`src/design/vwrite_consts.svh`:
```
`ifndef VWRITE_CONSTS_SVH
`define VWRITE_CONSTS_SVH

// staging buffer address, one word
`define VW_ADDR_W 10
// period and duty counters
`define VW_PER_W 8
`define VW_DATA_W 32
// burst length in beats
`define VW_LEN_W 8
`define VW_DELAY_W 6
`define VW_EXT_ADDR_W 32

`endif

```
`src/design/vwrite_pkg.sv`:
```
`include "vwrite_consts.svh"

package vwrite_pkg;

   // one address generator setup
   typedef struct packed {
      logic [`VW_ADDR_W-1:0]  start;
      logic [`VW_ADDR_W-1:0]  incr;
      logic [`VW_PER_W-1:0]   per;
      logic [`VW_PER_W-1:0]   duty;
      logic [`VW_ADDR_W-1:0]  iter;
      logic [`VW_ADDR_W-1:0]  shift;
      logic [`VW_DELAY_W-1:0] delay;
   } gen_cfg_t;

   typedef struct packed {
      logic [`VW_EXT_ADDR_W-1:0] ext_addr;
      logic [`VW_LEN_W-1:0]      length;
      logic                      enabled;
      gen_cfg_t                  gen;
   } write_cfg_t;

   typedef struct packed {
      logic                      cyc;
      logic                      stb;
      logic                      we;
      logic [`VW_EXT_ADDR_W-1:0] adr;
      logic [`VW_DATA_W-1:0]     dat;
   } wb_m2s_t;

   typedef struct packed {
      logic ack;
   } wb_s2m_t;

   // flat in plain mode, bank plus offset in ping-pong mode
   typedef union packed {
      logic [`VW_ADDR_W-1:0] flat;
      struct packed {
         logic                  bank;
         logic [`VW_ADDR_W-2:0] offset;
      } banked;
   } buf_addr_u;

   typedef struct packed {
      logic                  en;
      logic [`VW_ADDR_W-1:0] addr;
      logic [`VW_DATA_W-1:0] data;
   } buf_wr_t;

endpackage

```
`src/design/addr_gen.sv`:
```
`timescale 1ns/1ns
`include "vwrite_consts.svh"

module addr_gen
   import vwrite_pkg::*;
(
   input  logic      clk,
   input  logic      rst,
   input  logic      start_i,
   input  gen_cfg_t  cfg_i,
   input  logic      ready_i,
   output logic      valid_o,
   output buf_addr_u addr_o,
   output logic      done_o
);

   gen_cfg_t               cfg_q;
   logic                   busy_q;
   logic                   done_q;
   logic [`VW_DELAY_W-1:0] dly_q;
   logic [`VW_PER_W-1:0]   step_q;
   logic [`VW_ADDR_W-1:0]  iter_q;
   logic [`VW_ADDR_W-1:0]  base_q;
   logic [`VW_ADDR_W-1:0]  addr_q;
   logic                   cfg_empty;
   logic                   walking;
   logic                   advance;

   assign cfg_empty = (cfg_i.per == '0) || (cfg_i.iter == '0);
   assign walking = busy_q && (dly_q == '0);
   // steps past the duty are walked but not presented
   assign valid_o = walking && (step_q < cfg_q.duty);
   assign advance = walking && (ready_i || !valid_o);
   assign addr_o.flat = addr_q;
   assign done_o = done_q;

   always_ff @(posedge clk) begin
      if (start_i) begin
         cfg_q <= cfg_i;
      end
   end

   always_ff @(posedge clk or posedge rst) begin
      if (rst) begin
         busy_q <= 1'b0;
         done_q <= 1'b1;
         dly_q  <= '0;
         step_q <= '0;
         iter_q <= '0;
         base_q <= '0;
         addr_q <= '0;
      end else if (start_i) begin
         busy_q <= !cfg_empty;
         done_q <= cfg_empty;
         dly_q  <= cfg_i.delay;
         step_q <= '0;
         iter_q <= '0;
         base_q <= cfg_i.start;
         addr_q <= cfg_i.start;
      end else if (busy_q && (dly_q != '0)) begin
         dly_q <= dly_q - 1'b1;
      end else if (advance) begin
         if (step_q == cfg_q.per - 1'b1) begin
            step_q <= '0;
            if (iter_q == cfg_q.iter - 1'b1) begin
               busy_q <= 1'b0;
               done_q <= 1'b1;
            end else begin
               // next period starts from the shifted base
               iter_q <= iter_q + 1'b1;
               base_q <= base_q + cfg_q.shift;
               addr_q <= base_q + cfg_q.shift;
            end
         end else begin
            step_q <= step_q + 1'b1;
            addr_q <= addr_q + cfg_q.incr;
         end
      end
   end

   a_no_valid_in_delay: assert property (@(posedge clk) disable iff (rst)
      start_i && (cfg_i.delay != '0) |=> !valid_o);

   a_hold_on_stall: assert property (@(posedge clk) disable iff (rst)
      valid_o && !ready_i && !start_i |=> valid_o && $stable(addr_o));

endmodule

```
`src/design/store_path.sv`:
```
`timescale 1ns/1ns
`include "vwrite_consts.svh"

module store_path
   import vwrite_pkg::*;
(
   input  logic                  clk,
   input  logic                  rst,
   input  logic                  start_i,
   input  logic                  pingpong_i,
   input  logic                  bank_i,
   input  gen_cfg_t              cfg_i,
   input  logic [`VW_DATA_W-1:0] in_i,
   output buf_wr_t               wr_o,
   output logic                  done_o
);

   logic      gen_valid;
   buf_addr_u gen_addr;
   buf_addr_u wr_addr;

   // the store side never stalls
   addr_gen u_gen (
      .clk     (clk),
      .rst     (rst),
      .start_i (start_i),
      .cfg_i   (cfg_i),
      .ready_i (1'b1),
      .valid_o (gen_valid),
      .addr_o  (gen_addr),
      .done_o  (done_o)
   );

   always_comb begin
      wr_addr = gen_addr;
      if (pingpong_i) begin
         wr_addr.banked.bank = bank_i;
      end
      wr_o.en   = gen_valid;
      wr_o.addr = wr_addr.flat;
      wr_o.data = in_i;
   end

   // generated offset must fit in one half in ping-pong mode
   a_store_bank_overflow: assert property (@(posedge clk) disable iff (rst)
      pingpong_i && gen_valid |-> !gen_addr.banked.bank);

endmodule

```
`config.mk`:
```
export PLATFORM = sky130hd
export DESIGN_NAME = store_path
export DESIGN_NICKNAME = d
export VERILOG_FILES = /design/src/design/vwrite_pkg.sv /design/src/design/addr_gen.sv /design/src/design/store_path.sv
export VERILOG_INCLUDE_DIRS = /design/src /design/src/design
export SDC_FILE = /design/constraint.sdc
export NUM_CORES = 1
export LEC_CHECK = 0
export BUFFER_PORTS_ARGS = -buffer_cell sky130_fd_sc_hd__buf_4
export CORE_MARGIN = 8
export CORE_UTILIZATION = 42
export DETAILED_ROUTE_END_ITERATION = 8
export PLACE_DENSITY = 0.68
export SETUP_SLACK_MARGIN = 0.5
export SYNTH_ARGS = -nofsm -noshare
export SYNTH_HDL_FRONTEND = slang
export SYNTH_SLANG_ARGS = --single-unit
```
`constraint.sdc`:
```
create_clock -name clk -period 2.54 [get_ports clk]
set_input_delay 0.127 -clock clk [delete_from_list [all_inputs] [get_ports clk]]
set_output_delay 0.127 -clock clk [all_outputs]
set_load 0.005 [all_outputs]
```
Yosys cells after proc, flatten, opt, wreduce, memory -nomap -nowiden
Cells that the tools add are included.
W data, S select, Z words.
{ "word_totals": {"ff_bits": 92, "word_cells": 73} }
{ "classes": {"n_addsub": 7, "magnitude_cmp": 1, "eq_ne": 5, "mux": 31, "reduce_logical": 17} }
{ "op_table": {"columns": ["operator", "count"], "rows": [
  ["$mux W10", 14],
  ["$mux W8", 4],
  ["$add A10 B10 Y10", 2],
  ["$mux W6", 2],
  ["$mux W1", 11],
  ["$add A10 B1 Y10 const B", 1],
  ["$eq A10 B10 Y1", 1],
  ["$logic_not A10 Y1", 1],
  ["$sub A10 B1 Y10 const B", 1],
  ["$add A8 B1 Y8 const B", 1],
  ["$eq A8 B8 Y1", 1],
  ["$logic_not A8 Y1", 1],
  ["$lt A8 B8 Y1", 1],
  ["$reduce_and A4 Y1", 2],
  ["$reduce_bool A2 Y1", 4],
  ["$sub A8 B1 Y8 const B", 1],
  ["$logic_not A6 Y1", 1],
  ["$reduce_bool A6 Y1", 1],
  ["$sub A6 B1 Y6 const B", 1],
  ["$ne A2 B2 Y1 const B", 2],
  ["$logic_and A1 B1 Y1", 3],
  ["$ne A3 B3 Y1 const B", 1],
  ["$reduce_and A3 Y1", 1],
  ["$reduce_and A2 Y1", 1],
  ["other kinds (2)", 2]
]} }

Longest topological paths before layout
Gate-level depths: netlist of the first run.
{ "depth": {"word_depth": 7, "mapped_depth": 12, "depth_no_buf": 10} }

By module
Synthesis of the first run repeated with hierarchy kept, for this count alone.
{ "hier_totals": {"hier_cells": 572, "area_unflattened_um2": 5758.0} }
{ "by_module_without_submodules": {"columns": ["mod", "instances", "cells_each", "area_per_inst_um2", "seq_area_each_um2"], "rows": [
  ["addr_gen", 1, 537, 5491.5, 2533.7],
  ["store_path", 1, 35, 266.5, 0.0]
]} }

Worst setup path after synthesis of the first run
No wires, ideal clock.
{ "synth_timing": {"path_type": "register to register", "startpoint": "register u_gen.cfg_q[34] (netlist name)", "endpoint": "register u_gen.addr_q[3], in the netlist u_gen.addr_o[3]", "setup_ns": 0.083, "arrival_ns": 2.592, "slack_ns": -0.134, "path_stages_with_launch": 13, "path_buffers": 2, "synth_period_minus_slack_ns": 2.674, "path_cell_list": "edfxtp_1 > inv_1 > ha_1 > xnor2_1 > a311oi_1 > o21ai_1 > or4_1 > nor2_1 > buf_2 > buf_2 > mux2i_1 > mux2i_1 > o21ai_0"} }
{ "synth_via": {"elab_chain_cells": 6, "word_cells_on_any_way": 8, "cone_classes": "1 x add/sub; 2 x eq/ne; 4 x mux; 1 x reduce/logical"} }
{ "synth_rtl": {"columns": ["element", "line", "rtl"], "rows": [
  ["start: declaration", "addr_gen.sv:17", "gen_cfg_t cfg_q;"],
  ["start signal: assignment", "addr_gen.sv:39", "cfg_q <= cfg_i;"],
  ["$sub A8 B1 Y8 (*)", "addr_gen.sv:63", "if (step_q == cfg_q.per - 1'b1) begin"],
  ["$eq A8 B8 Y1 (*)", "addr_gen.sv:63", null],
  ["$mux W10", "addr_gen.sv:63", null],
  ["$mux W10", "addr_gen.sv:62", "end else if (advance) begin"],
  ["$mux W10", "addr_gen.sv:60", "end else if (busy_q && (dly_q != '0)) begin"],
  ["$mux W10", "addr_gen.sv:52", "end else if (start_i) begin"],
  ["end signal: assignment", "addr_gen.sv:59", "addr_q <= cfg_i.start;"],
  ["end signal: assignment", "addr_gen.sv:72", "addr_q <= base_q + cfg_q.shift;"],
  ["end signal: assignment", "addr_gen.sv:76", "addr_q <= addr_q + cfg_q.incr;"],
  ["end: declaration", "addr_gen.sv:24", "logic [`VW_ADDR_W-1:0] addr_q;"]
]} }
Every way passes the cells marked *; elsewhere a longest branch is shown, timed or not. The select of a mux whose other input is x is not followed.
A chain may end at the register's enable or synchronous reset.

Final worst setup path of the first run
{ "layout_timing": {"startpoint": "register u_gen.cfg_q[16] (netlist name)", "endpoint": "register u_gen.base_q[2]"} }
{ "layout_via": {"elab_chain_cells": 4} }
{ "layout_rtl": {"columns": ["element", "line", "rtl"], "rows": [
  ["$sub A10 B1 Y10", "addr_gen.sv:65", "if (iter_q == cfg_q.iter - 1'b1) begin"],
  ["$eq A10 B10 Y1", "addr_gen.sv:65", null],
  ["$ne A2 B2 Y1 (no line)", null, null],
  ["$reduce_and A4 Y1 (no line)", null, null],
  ["end signal: assignment", "addr_gen.sv:58", "base_q <= cfg_i.start;"],
  ["end signal: assignment", "addr_gen.sv:71", "base_q <= base_q + cfg_q.shift;"],
  ["end: declaration", "addr_gen.sv:23", "logic [`VW_ADDR_W-1:0] base_q;"]
]} }
Every way passes these cells.

==> reports/metrics.cfg, run 1 <==
[run_status]
violations = negative setup slack
outcome = complete, but fails checks

[floorplanning]
dieWidth_um = 131
die_area_sq_mm = 0.0172
fp-row-count = 42
start_util = 0.426
die_y_um = 131
pin_count = 143
core_area_sq_mm = 0.0131

[detailed_routing]
wl_met1_um = 5760
vias = 4530
ant_nets = 0
routed_via_density = 5.15
dr.max_layer_used = met4
first_pass_iters = 4
wl_met2_um = 7080
routed_wl_um = 13800
drt_iter0_drc = 192
drcViolationCount = 0
wire_per_inst_um = 15.7
wl_met3_um = 625

[grt]
grt_overflow = 0
grt_pass1_wl_um = 21700
grt_max_degree = 66
grt_pass1_vias = 4597
grt_antenna_before_repair = 0
grtUsageTotal = 0.154

[min_path]
hold_class = in -> async

[cts]
cts.clk_slew.worst_paths_ns = 0.06
cts_buffers = 9
clock-sinks = 92
clk_latency_ns = 0.35
ctsRootBufferMaster = clkbuf_16
cts_buffer_depth = 2
cts_tree = done
cts_htree_levels = 3

[finish]
antenna_cells = 0
drive_above_1_share = 0.286
area.sequential_sq_mm = 0.00253
final_util = 0.582
multi_input_area_sq_mm = 0.00275
area_growth_pct = 36.7
n_fill_cell = 1057
nets = 831

[power_and_ir_drop]
internal_power_mw = 3.35
pwr-share-clk = 0.267
switching_share = 0.313
ir_worst_vdd_uv = 446
power_frac_comb = 0.341
p_leak_nw = 3.29
p_seq_frac = 0.392
p_sw_mw = 1.52
power_density_mw_per_mm2 = 640

[synth]
yosysMostFrequentCell = nand2_1
synth_edf_count = 46
syn_area_sq_mm = 0.00557
seq_area_frac_synth = 0.455
ys_ff_latch = 92
synth.net_count = 684
synthTopCellsByArea = edfxtp_1, dfrtp_1, ha_1
netlist_instances = 552
syn_avg_cell_area_sq_um = 10.1
yosysWarnings = 0
synthTopCellsByCount = nand2_1, edfxtp_1, dfrtp_1, o21ai_0, buf_4
synth_top_cell_by_area = edfxtp_1
ys_async_sr_fraction = 0.500
yosys.cell_types.count = 55
synth_top_area_frac = 0.248
ys.flop_type = edfxtp_1

[sta]
worst_pin_slew_ns = 1.02
finalWorstSetupSlack_ns = -0.200
rsz0062_at_grt = true
finalHoldViolCount = 0
worst_clock_skew_ns = 0.00761
fin_crit_sh = 1.08
holdWs_ns = 0.0310
max_freq_mhz = 365
setup_viol = 29
period_needed_ns = 2.74
drv_slew = 0
finalSetupTns_ns = -4.03
relSlewSlack = 0.321

[critical_path]
r2r_cells = 11
reg2reg_slack_ns = -0.20
crit_type = reg -> reg
cp_data_arrival_time_ns = 3.02
regToRegEndpoint = u_gen.base_q[2]
crit_required_ns = 2.82
critPathLaunchType = flip-flop
critPathMaxFanout = 7
r2r-start = u_gen.cfg_q[16]
crit_path_end_kind = flip-flop

[placement]
place_hpwl_um = 9390
place.gp.congestion = 0.850
place_ws_ns = -0.213
placement.io_buffers = 78

[flow_run]
drv_cap = 0

## kinds of logic after synthesis
| family | after synthesis | synth area share |
|---|---|---|
| compound gates | 126 | 0.139 |
| xor+xnor | 43 | 0.0676 |
| fa+ha+maj | 33 | 0.0768 |
| buf+inv | 81 | 0.0865 |
| flops | 92 | 0.455 |
| mux | 22 | 0.0402 |
| simple gates | 155 | 0.135 |
## what timing repair did
action / CTS / global route
resized for setup: 21 / 39
buffers inserted: 8 / 6
cloned: 0 / 5
endpoints found under the hold margin: 52 / 0
pin swaps: 11 / 12
setup endpoints to repair: 42 / 43
hold buffers: 52 / 0
## layer usage
metal	up-vias	global-route usage
met5	-	0
li1	2239	-
met1	2145	0.174
met2	119	0.266
met4	0	0.0626
met3	27	0.0442
## power by group through the flow
stage / clock [mW] / combinational, mW / sequential [mW]
floorplan: 0 / 1.10 / 1.89
global placement: 0 / 1.47 / 1.92
detailed placement: 0 / 1.51 / 1.93
CTS: 1.33 / 1.60 / 1.90
global route: 1.38 / 1.84 / 1.93
finish: 1.30 / 1.66 / 1.91
## worst max-delay path by stage
stage / start / depth (start not counted) / slack (ns) / to
5_1_grt: u_gen.cfg_q[16] / 11 / -0.29 / u_gen.base_q[4]
2_1_floorplan: u_gen.cfg_q[34] / 10 / -0.01 / u_gen.addr_o[0]
6_report: u_gen.cfg_q[16] / 11 / -0.20 / u_gen.base_q[2]
4_1_cts: u_gen.cfg_q[34] / 11 / -0.19 / u_gen.iter_q[9]
3_5_place_dp: u_gen.cfg_q[17] / 10 / -0.21 / u_gen.iter_q[9]
3_3_place_gp: u_gen.cfg_q[35] / 10 / -0.17 / u_gen.addr_o[1]
## sequential cells by signal, indices dropped and copies added, names as in the netlist
| register | flops |
|---|---|
| u_gen.cfg_q | 46 |
| u_gen.addr_o | 10 |
| u_gen.base_q | 10 |
| u_gen.iter_q | 10 |
| u_gen.step_q | 8 |
| u_gen.dly_q | 6 |
| u_gen.busy_q | 1 |
| u_gen.done_o | 1 |
## critical path, cell delays in order, from the launching register on
cell and delay (ns):
edfxtp_1 0.41, or3_4 0.39, or4_4 0.43, a21o_1 0.19, a211o_4 0.33, o21a_1 0.19
a21oi_2 0.18, buf_12 0.15, buf_12 0.13, clkbuf_16 0.15, nand2_2 0.04, o21ai_1 0.07
## layout by cell type (no fill, tap or decap), drive strengths merged, types with 2 or more instances in the layout
cell         instances
a211o                2
a211oi               2
a21o                11
a21oi               34
a311oi               2
a31o                 2
and2                 2
and3                 4
buf                140
clkbuf              18
dfrtp               45
dlygate4sd3         52
edfxtp              46
fa                   2
ha                  31
inv                 22
mux2                 3
mux2i               19
nand2               53
nand2b               6
nand3               11
nand3b               4
nor2                31
nor2b                5
nor3                 9
nor4                10
o211ai               2
o21ai               47
o311ai               2
o31ai                7
o41ai                3
or3                  8
or4                  9
xnor2               21
xor2                22
## per-stage QoR
| step | total power, mW | std cells | area [sq um] |
|---|---|---|---|
| 5_1_grt | 5.15 | 880 | 7610 |
| 2_1_floorplan | 2.98 | 552 | 5620 |
| 6_report | 4.87 | 880 | 7610 |
| 3_5_place_dp | 3.44 | 793 | 6380 |
| 3_3_place_gp | 3.40 | 793 | 6380 |
| 4_1_cts | 4.84 | 869 | 7330 |
## layout make-up
type                       instances  area share
clock buffer                      15      0.0366
clock inverter                     1    0.000657
sequential                        92       0.333
inverter                          22      0.0108
tap                              176      0.0289
multi-input combinational        379       0.361
timing repair buffer             195       0.229
No activity file was read; power rests on OpenSTA's default activity.
==> run 2, diff against run 1 <==
--- a/config.mk
+++ b/config.mk
@@ -10,7 +10,7 @@
 export CORE_MARGIN = 8
 export CORE_UTILIZATION = 42
 export DETAILED_ROUTE_END_ITERATION = 8
-export PLACE_DENSITY = 0.68
+export PLACE_DENSITY = 0.66
 export SETUP_SLACK_MARGIN = 0.5
 export SYNTH_ARGS = -nofsm -noshare
 export SYNTH_HDL_FRONTEND = slang
==> constraint.sdc (replaced) <==
create_clock -name clk -period 3 [get_ports clk]
set_input_delay 0.15 -clock clk [delete_from_list [all_inputs] [get_ports clk]]
set_output_delay 0.15 -clock clk [all_outputs]
set_load 0.005 [all_outputs]
==> run 2 against run 1 <==
Against the previous run:
- clock power fell by 20%
- largest power group unchanged
- critical path depth fell by 3
- power decreased by 18%
- cell count is 4.4% lower
- routed wire length fell by 2.6%
- worst setup slack improved by 0.47 ns
- the run now ends clean
- register-to-register slack improved by 0.47 ns
- die area unchanged
- utilization down 2.9 points
- largest cell class unchanged
==> reports/metrics.cfg, run 2 (synthesis gave the netlist of run 1 again) <==
[sta]
relSlewSlack = 0.349  ; +0.0283
max_freq_mhz = 366  ; +0.37%
worst_clock_skew_ns = 0.00733  ; -0.000282 ns
finalHoldViolCount = 0  ; unchanged
finalWorstSetupSlack_ns = 0.270  ; +0.470 ns
setup_viol = 0  ; -100%
fin_crit_sh = 0.910  ; -0.169
worst_pin_slew_ns = 0.975  ; -0.0424 ns
drv_slew = 0  ; unchanged
holdWs_ns = 0.0136  ; -0.0174 ns
period_needed_ns = 2.73  ; -0.0100 ns
rsz0062_at_grt = true
finalSetupTns_ns = 0  ; +4.03 ns

[grt]
grt_max_degree = 56  ; -15%
grt_pass1_wl_um = 22100  ; +1.8%
grt.met1_usage = 0.169  ; -0.00517
grt_pass1_vias = 4639  ; +0.91%
met3_usage = 0.0393  ; -0.00495
gr-max-usage-layer = met2
grt_antenna_before_repair = 0  ; unchanged
grt_overflow = 0  ; unchanged
met2_usage = 0.283  ; +0.0171
grtUsageTotal = 0.156  ; +0.00271

[detailed_routing]
routed_wl_um = 13500  ; -2.6%
vias = 4398  ; -2.9%
ant_nets = 0  ; unchanged
drcViolationCount = 0  ; unchanged
drt_iter0_drc = 175  ; -8.9%
first_pass_iters = 4  ; unchanged
routed_via_density = 5.23  ; +1.6%
wire_per_inst_um = 16.0  ; +1.9%

[finish]
antenna_cells = 0  ; unchanged
drive_above_1_share = 0.251  ; -0.0344
n_fill_cell = 1119  ; +5.9%
multi_input_area_sq_mm = 0.00274  ; -0.36%
most-common-layout-cells = buf_4, nand2_1, dlygate4sd3_1, edfxtp_1, dfrtp_1
nets = 792  ; -4.7%
area.sequential_sq_mm = 0.00254  ; about the same
mostFrequentLayoutCell = buf_4
area_growth_pct = 29.9
stdcell_area_sq_mm = 0.00723  ; -5.0%
regMostFlops = u_gen.cfg_q
stdcell_count = 841  ; -4.4%
final_util = 0.553  ; -0.0291
largest_register_ff_count = 46  ; unchanged

[placement]
placed_area_sq_mm = 0.00605  ; -5.1%
place_hpwl_um = 9240  ; -1.6%
place_ws_ns = 0.0455  ; +0.258 ns
dp.cells = 753  ; -5.0%
place.gp.congestion = 0.835  ; -1.7%
placement.io_buffers = 78  ; unchanged

[min_path]
hold_path_depth = 3
min_from = cfg_i[5]
hold_class = in -> reg
holdPathEnd = u_gen.dly_q[5]

[critical_path]
cp_data_arrival_time_ns = 2.97  ; -0.05 ns
regToRegEndpoint = u_gen.addr_o[0]
crit_required_ns = 3.24  ; +0.42 ns
reg2reg_slack_ns = 0.27  ; +0.47 ns
r2r-start = u_gen.cfg_q[17]
crit_path_end_kind = flip-flop
cp-startpoint = u_gen.cfg_q[17]
cp_slowest_cell = edfxtp_1
r2r_cells = 8  ; -3
cp_cell_sequence = or3_4 -> or4_4 -> a21o_1 -> a211o_1 -> buf_4 -> nor4_2 -> o21ba_4 -> mux2_2
critPathLaunchType = flip-flop
critPathMaxFanout = 7  ; unchanged
slowest_delay_ns = 0.42  ; about the same
crit_type = reg -> reg

[floorplanning]
dieWidth_um = 131  ; unchanged
die_y_um = 131  ; unchanged
die_area_sq_mm = 0.0172  ; unchanged
pin_count = 143  ; unchanged
fp-row-count = 42  ; unchanged
core_area_sq_mm = 0.0131  ; unchanged
start_util = 0.426  ; unchanged

[power_and_ir_drop]
p_leak_nw = 3.06  ; -7.2%
power_density_mw_per_mm2 = 551  ; -14%
ir_worst_vdd_uv = 355  ; -20%
power_mw = 3.99  ; -18%

[cts]
clk_latency_ns = 0.35  ; about the same
cts_buffers = 9  ; unchanged
cts_tree = done
cts_buffer_depth = 2  ; unchanged
ctsRootBufferMaster = clkbuf_16
cts.clk_slew.worst_paths_ns = 0.07  ; about the same
clock-sinks = 92  ; unchanged
cts_htree_levels = 3  ; unchanged

[run_status]
outcome = completed

[flow_run]
drv_cap = 0  ; unchanged

run 2: critical path: cells and delay by family, from the launching register on:
family / cells / cell delay (ns)
AO/OA/AOI/OAI: 3 / 0.71
buffers and inverters: 1 / 0.15
multiplexers: 1 / 0.35
AND/OR/NAND/NOR: 3 / 0.98
flip-flops: 1 / 0.42
run 2: what timing repair did:
| item | 4_1_cts | 5_1_grt |
|---|---|---|
| hold buffers | 46 | 0 |
| cloned | 2 | 3 |
| endpoints found under the setup margin | 40 | 40 |
| pin swaps | 16 | 6 |
| buffers inserted | 13 | 8 |
| endpoints found under the hold margin | 46 | 0 |
| resized for setup | 28 | 26 |
run 2: final cells by class:
cell class	instances	area share
clock buffers	9	0.0311
well taps	176	0.0304
inverters	22	0.0114
repair buffers	155	0.192
flip-flops and latches	92	0.351
multi-input cells	380	0.379
clock inverters	7	0.00605
run 2: how the worst max path moves through the flow:
stage | to | slack, ns | depth (start not counted)
6_report | u_gen.addr_o[0] | 0.27 | 8
5_1_grt | u_gen.addr_o[0] | 0.12 | 8
4_1_cts | u_gen.iter_q[4] | 0.32 | 11
3_5_place_dp | u_gen.iter_q[4] | 0.05 | 10
3_3_place_gp | u_gen.iter_q[2] | 0.11 | 9
2_1_floorplan | u_gen.addr_o[0] | 0.45 | 10
run 2: where the power goes:
| part | switching (mW) | leakage [nW] | internal (mW) | total [mW] |
|---|---|---|---|---|
| combinational | 0.667 | 1.90 | 0.648 | 1.31 |
| clock | 0.486 | 0.123 | 0.555 | 1.04 |
| sequential | 0.143 | 1.03 | 1.49 | 1.63 |
run 2: layer usage:
metal,wire length [um],up-vias,share of wire
li1,-,2166,-
met1,5340,2093,0.40
met2,7190,114,0.53
met3,707,25,0.052
met4,252,0,0.019
met5,0,-,0
==> run 3, diff against run 2 <==
--- a/config.mk
+++ b/config.mk
@@ -9,6 +9,7 @@
 export BUFFER_PORTS_ARGS = -buffer_cell sky130_fd_sc_hd__buf_4
 export CORE_MARGIN = 8
 export CORE_UTILIZATION = 42
+export CTS_BUF_LIST = sky130_fd_sc_hd__clkbuf_2
 export DETAILED_ROUTE_END_ITERATION = 8
 export PLACE_DENSITY = 0.66
 export SETUP_SLACK_MARGIN = 0.5
==> run 3 against run 2 <==
Against the previous run:
- sequential power barely moved
- global-route usage rose by 0.096 points
- cell count rose by 3.3%
- via count rose by 3.0%
- critical path depth did not move
- worst setup slack got worse by 0.097 ns
- routed wire length rose by 3.8%
- largest power group unchanged
- die area did not move
- combinational power barely moved
- flip-flop and latch count did not move
==> reports/metrics.cfg, run 3 (synthesis gave the netlist of run 1 again) <==
[cts]
cts.clk_slew.worst_paths_ns = 0.26  ; +0.19 ns
cts_tree = done
cts_htree_levels = 3  ; unchanged
ctsRootBufferMaster = clkbuf_2
cts_buffers = 9  ; unchanged
cts_buffer_depth = 2  ; unchanged
clk_latency_ns = 0.61  ; +0.26 ns
clock-sinks = 92  ; unchanged

[power_and_ir_drop]
internal_power_mw = 2.26  ; -16%
switching_share = 0.358  ; +0.0339
pwr-share-clk = 0.155  ; -0.106
p_seq_frac = 0.464  ; +0.055
power_density_mw_per_mm2 = 476  ; -14%
p_leak_nw = 3.15  ; +3.1%
power_frac_comb = 0.381  ; +0.051
p_sw_mw = 1.26  ; -2.4%
ir_worst_vdd_uv = 307  ; -14%

[finish]
area_growth_pct = 33.0
drive_above_1_share = 0.271  ; +0.0202
nets = 820  ; +3.5%
antenna_cells = 0  ; unchanged
most-common-layout-cells = buf_4, dlygate4sd3_1, nand2_1
regMostFlops = u_gen.cfg_q
largest_register_ff_count = 46  ; unchanged
stdcell_area_sq_mm = 0.00741  ; +2.4%
mostFrequentLayoutCell = buf_4
n_fill_cell = 1086  ; -2.9%

[detailed_routing]
first_pass_iters = 4  ; unchanged
drt_iter0_drc = 188  ; +7.4%
ant_nets = 0  ; unchanged
wire_per_inst_um = 16.1  ; +0.42%
vias = 4529  ; +3.0%
routed_via_density = 5.21  ; -0.34%
routed_wl_um = 14000  ; +3.8%
drcViolationCount = 0  ; unchanged

[grt]
grt_overflow = 0  ; unchanged
grt_pass1_wl_um = 22500  ; +1.7%
grt_antenna_before_repair = 0  ; unchanged
grt_max_degree = 56  ; unchanged
grt_pass1_vias = 4701  ; +1.3%
grtUsageTotal = 0.157  ; +0.000962

[sta]
drv_slew = 0  ; unchanged
finalHoldViolCount = 0  ; unchanged
fin_crit_sh = 0.942  ; +0.0322
rsz0062_at_grt = true
relSlewSlack = 0.347  ; -0.00216
worst_pin_slew_ns = 0.978  ; +0.00323 ns
setup_viol = 0  ; unchanged
finalSetupTns_ns = 0  ; unchanged
max_freq_mhz = 354  ; -3.4%
worst_clock_skew_ns = 0.0416  ; +0.0343 ns
period_needed_ns = 2.83  ; +0.0966 ns

[placement]
placement.io_buffers = 78  ; unchanged
placed_area_sq_mm = 0.00605  ; unchanged
place_hpwl_um = 9240  ; unchanged
place.gp.congestion = 0.835  ; unchanged

[critical_path]
slowest_delay_ns = 0.48  ; +0.06 ns
cp_cell_sequence = or3_4 -> or4_4 -> a21o_1 -> a211o_1 -> o21a_2 -> a21oi_4 -> bufbuf_16 -> o21ai_0
critPathTopFamily = compound AO/OA/AOI/OAI gates
critPathLaunchType = flip-flop
crit_path_end_kind = flip-flop
crit_type = reg -> reg
cp_slowest_cell = edfxtp_1
cp_data_arrival_time_ns = 3.33  ; +0.36 ns
critPathMaxFanout = 7  ; unchanged
crit_required_ns = 3.50  ; +0.26 ns
critPathBufInv = 1  ; unchanged

[floorplanning]
start_util = 0.426  ; unchanged
dieWidth_um = 131  ; unchanged
die_area_sq_mm = 0.0172  ; unchanged
fp-row-count = 42  ; unchanged
core_area_sq_mm = 0.0131  ; unchanged
pin_count = 143  ; unchanged
die_y_um = 131  ; unchanged

[flow_run]
drv_cap = 0  ; unchanged

[run_status]
outcome = completed

[min_path]
hold_class = in -> reg

run 3: changes by cell type in the layout (fill, tap and decap cells not counted), sizes merged:
| cell | delta |
|---|---|
| buf | +11 |
| bufbuf | +1 |
| dlygate4sd3 | +17 |
| clkbuf | -1 |
run 3: path summary, 6_finish.rpt:
kind                                 start               to  slack, ns  cells past startpoint
min                                start_i  u_gen.cfg_q[42]        0.1                      1
min in group asynchronous              rst  u_gen.step_q[7]       0.30                      3
max reg2reg                u_gen.cfg_q[16]  u_gen.base_q[2]       0.17                      8
max                        u_gen.cfg_q[16]  u_gen.base_q[2]       0.17                      8
max in group asynchronous              rst  u_gen.step_q[0]       2.03                      3
min reg2reg                u_gen.base_q[2]  u_gen.base_q[2]       0.54                      2
run 3: routing by layer:
layer,wire length [um],vias up,track usage
met2,7520,124,0.294
li1,-,2218,-
met4,242,0,0.0600
met3,658,29,0.0332
met1,5570,2158,0.170
met5,0,-,0
run 3: metrics by stage:
| stage | std cells | hold slack [ns] | setup slack [ns] | power (mW) | util |
|---|---|---|---|---|---|
| floorplan | 552 | 0.249 | 0.448 | 2.52 | - |
| global placement | 753 | 0.300 | 0.115 | 2.79 | 0.463 |
| detailed placement | 753 | 0.300 | 0.0455 | 2.83 | 0.463 |
| CTS | 850 | 0.0707 | 0.225 | 3.48 | 0.539 |
| global route | 869 | 0.103 | 0.0641 | 3.75 | 0.566 |
| finish | 869 | 0.0998 | 0.173 | 3.52 | 0.566 |
run 3: timing repair:
item / 4_1_cts / 5_1_grt
pin swaps: 21 / 10
hold endpoints to repair: 118 / 0
setup buffers: 15 / 18
setup endpoints to repair: 40 / 38
hold buffers: 63 / 0
gates resized for setup: 27 / 52
gates cloned: 3 / 1
run 3: final cells by class:
cell class                 instances  area, sq um  share of cell area
tap                              176          220              0.0297
sequential                        92         2540               0.343
inverter                          22         82.6              0.0111
clock inverter                     7         43.8             0.00591
multi-input combinational        380         2830               0.382
timing repair buffer             183         1650               0.223
clock buffer                       9         45.0             0.00608
run 3: power by group through the flow:
| stage | Clock (mW) | Combinational [mW] | Sequential (mW) |
|---|---|---|---|
| 4_1_cts | 0.556 | 1.30 | 1.63 |
| 5_1_grt | 0.592 | 1.50 | 1.66 |
| 6_report | 0.547 | 1.34 | 1.63 |
| 3_5_place_dp | 0 | 1.18 | 1.65 |
| 2_1_floorplan | 0 | 0.919 | 1.60 |
| 3_3_place_gp | 0 | 1.14 | 1.65 |
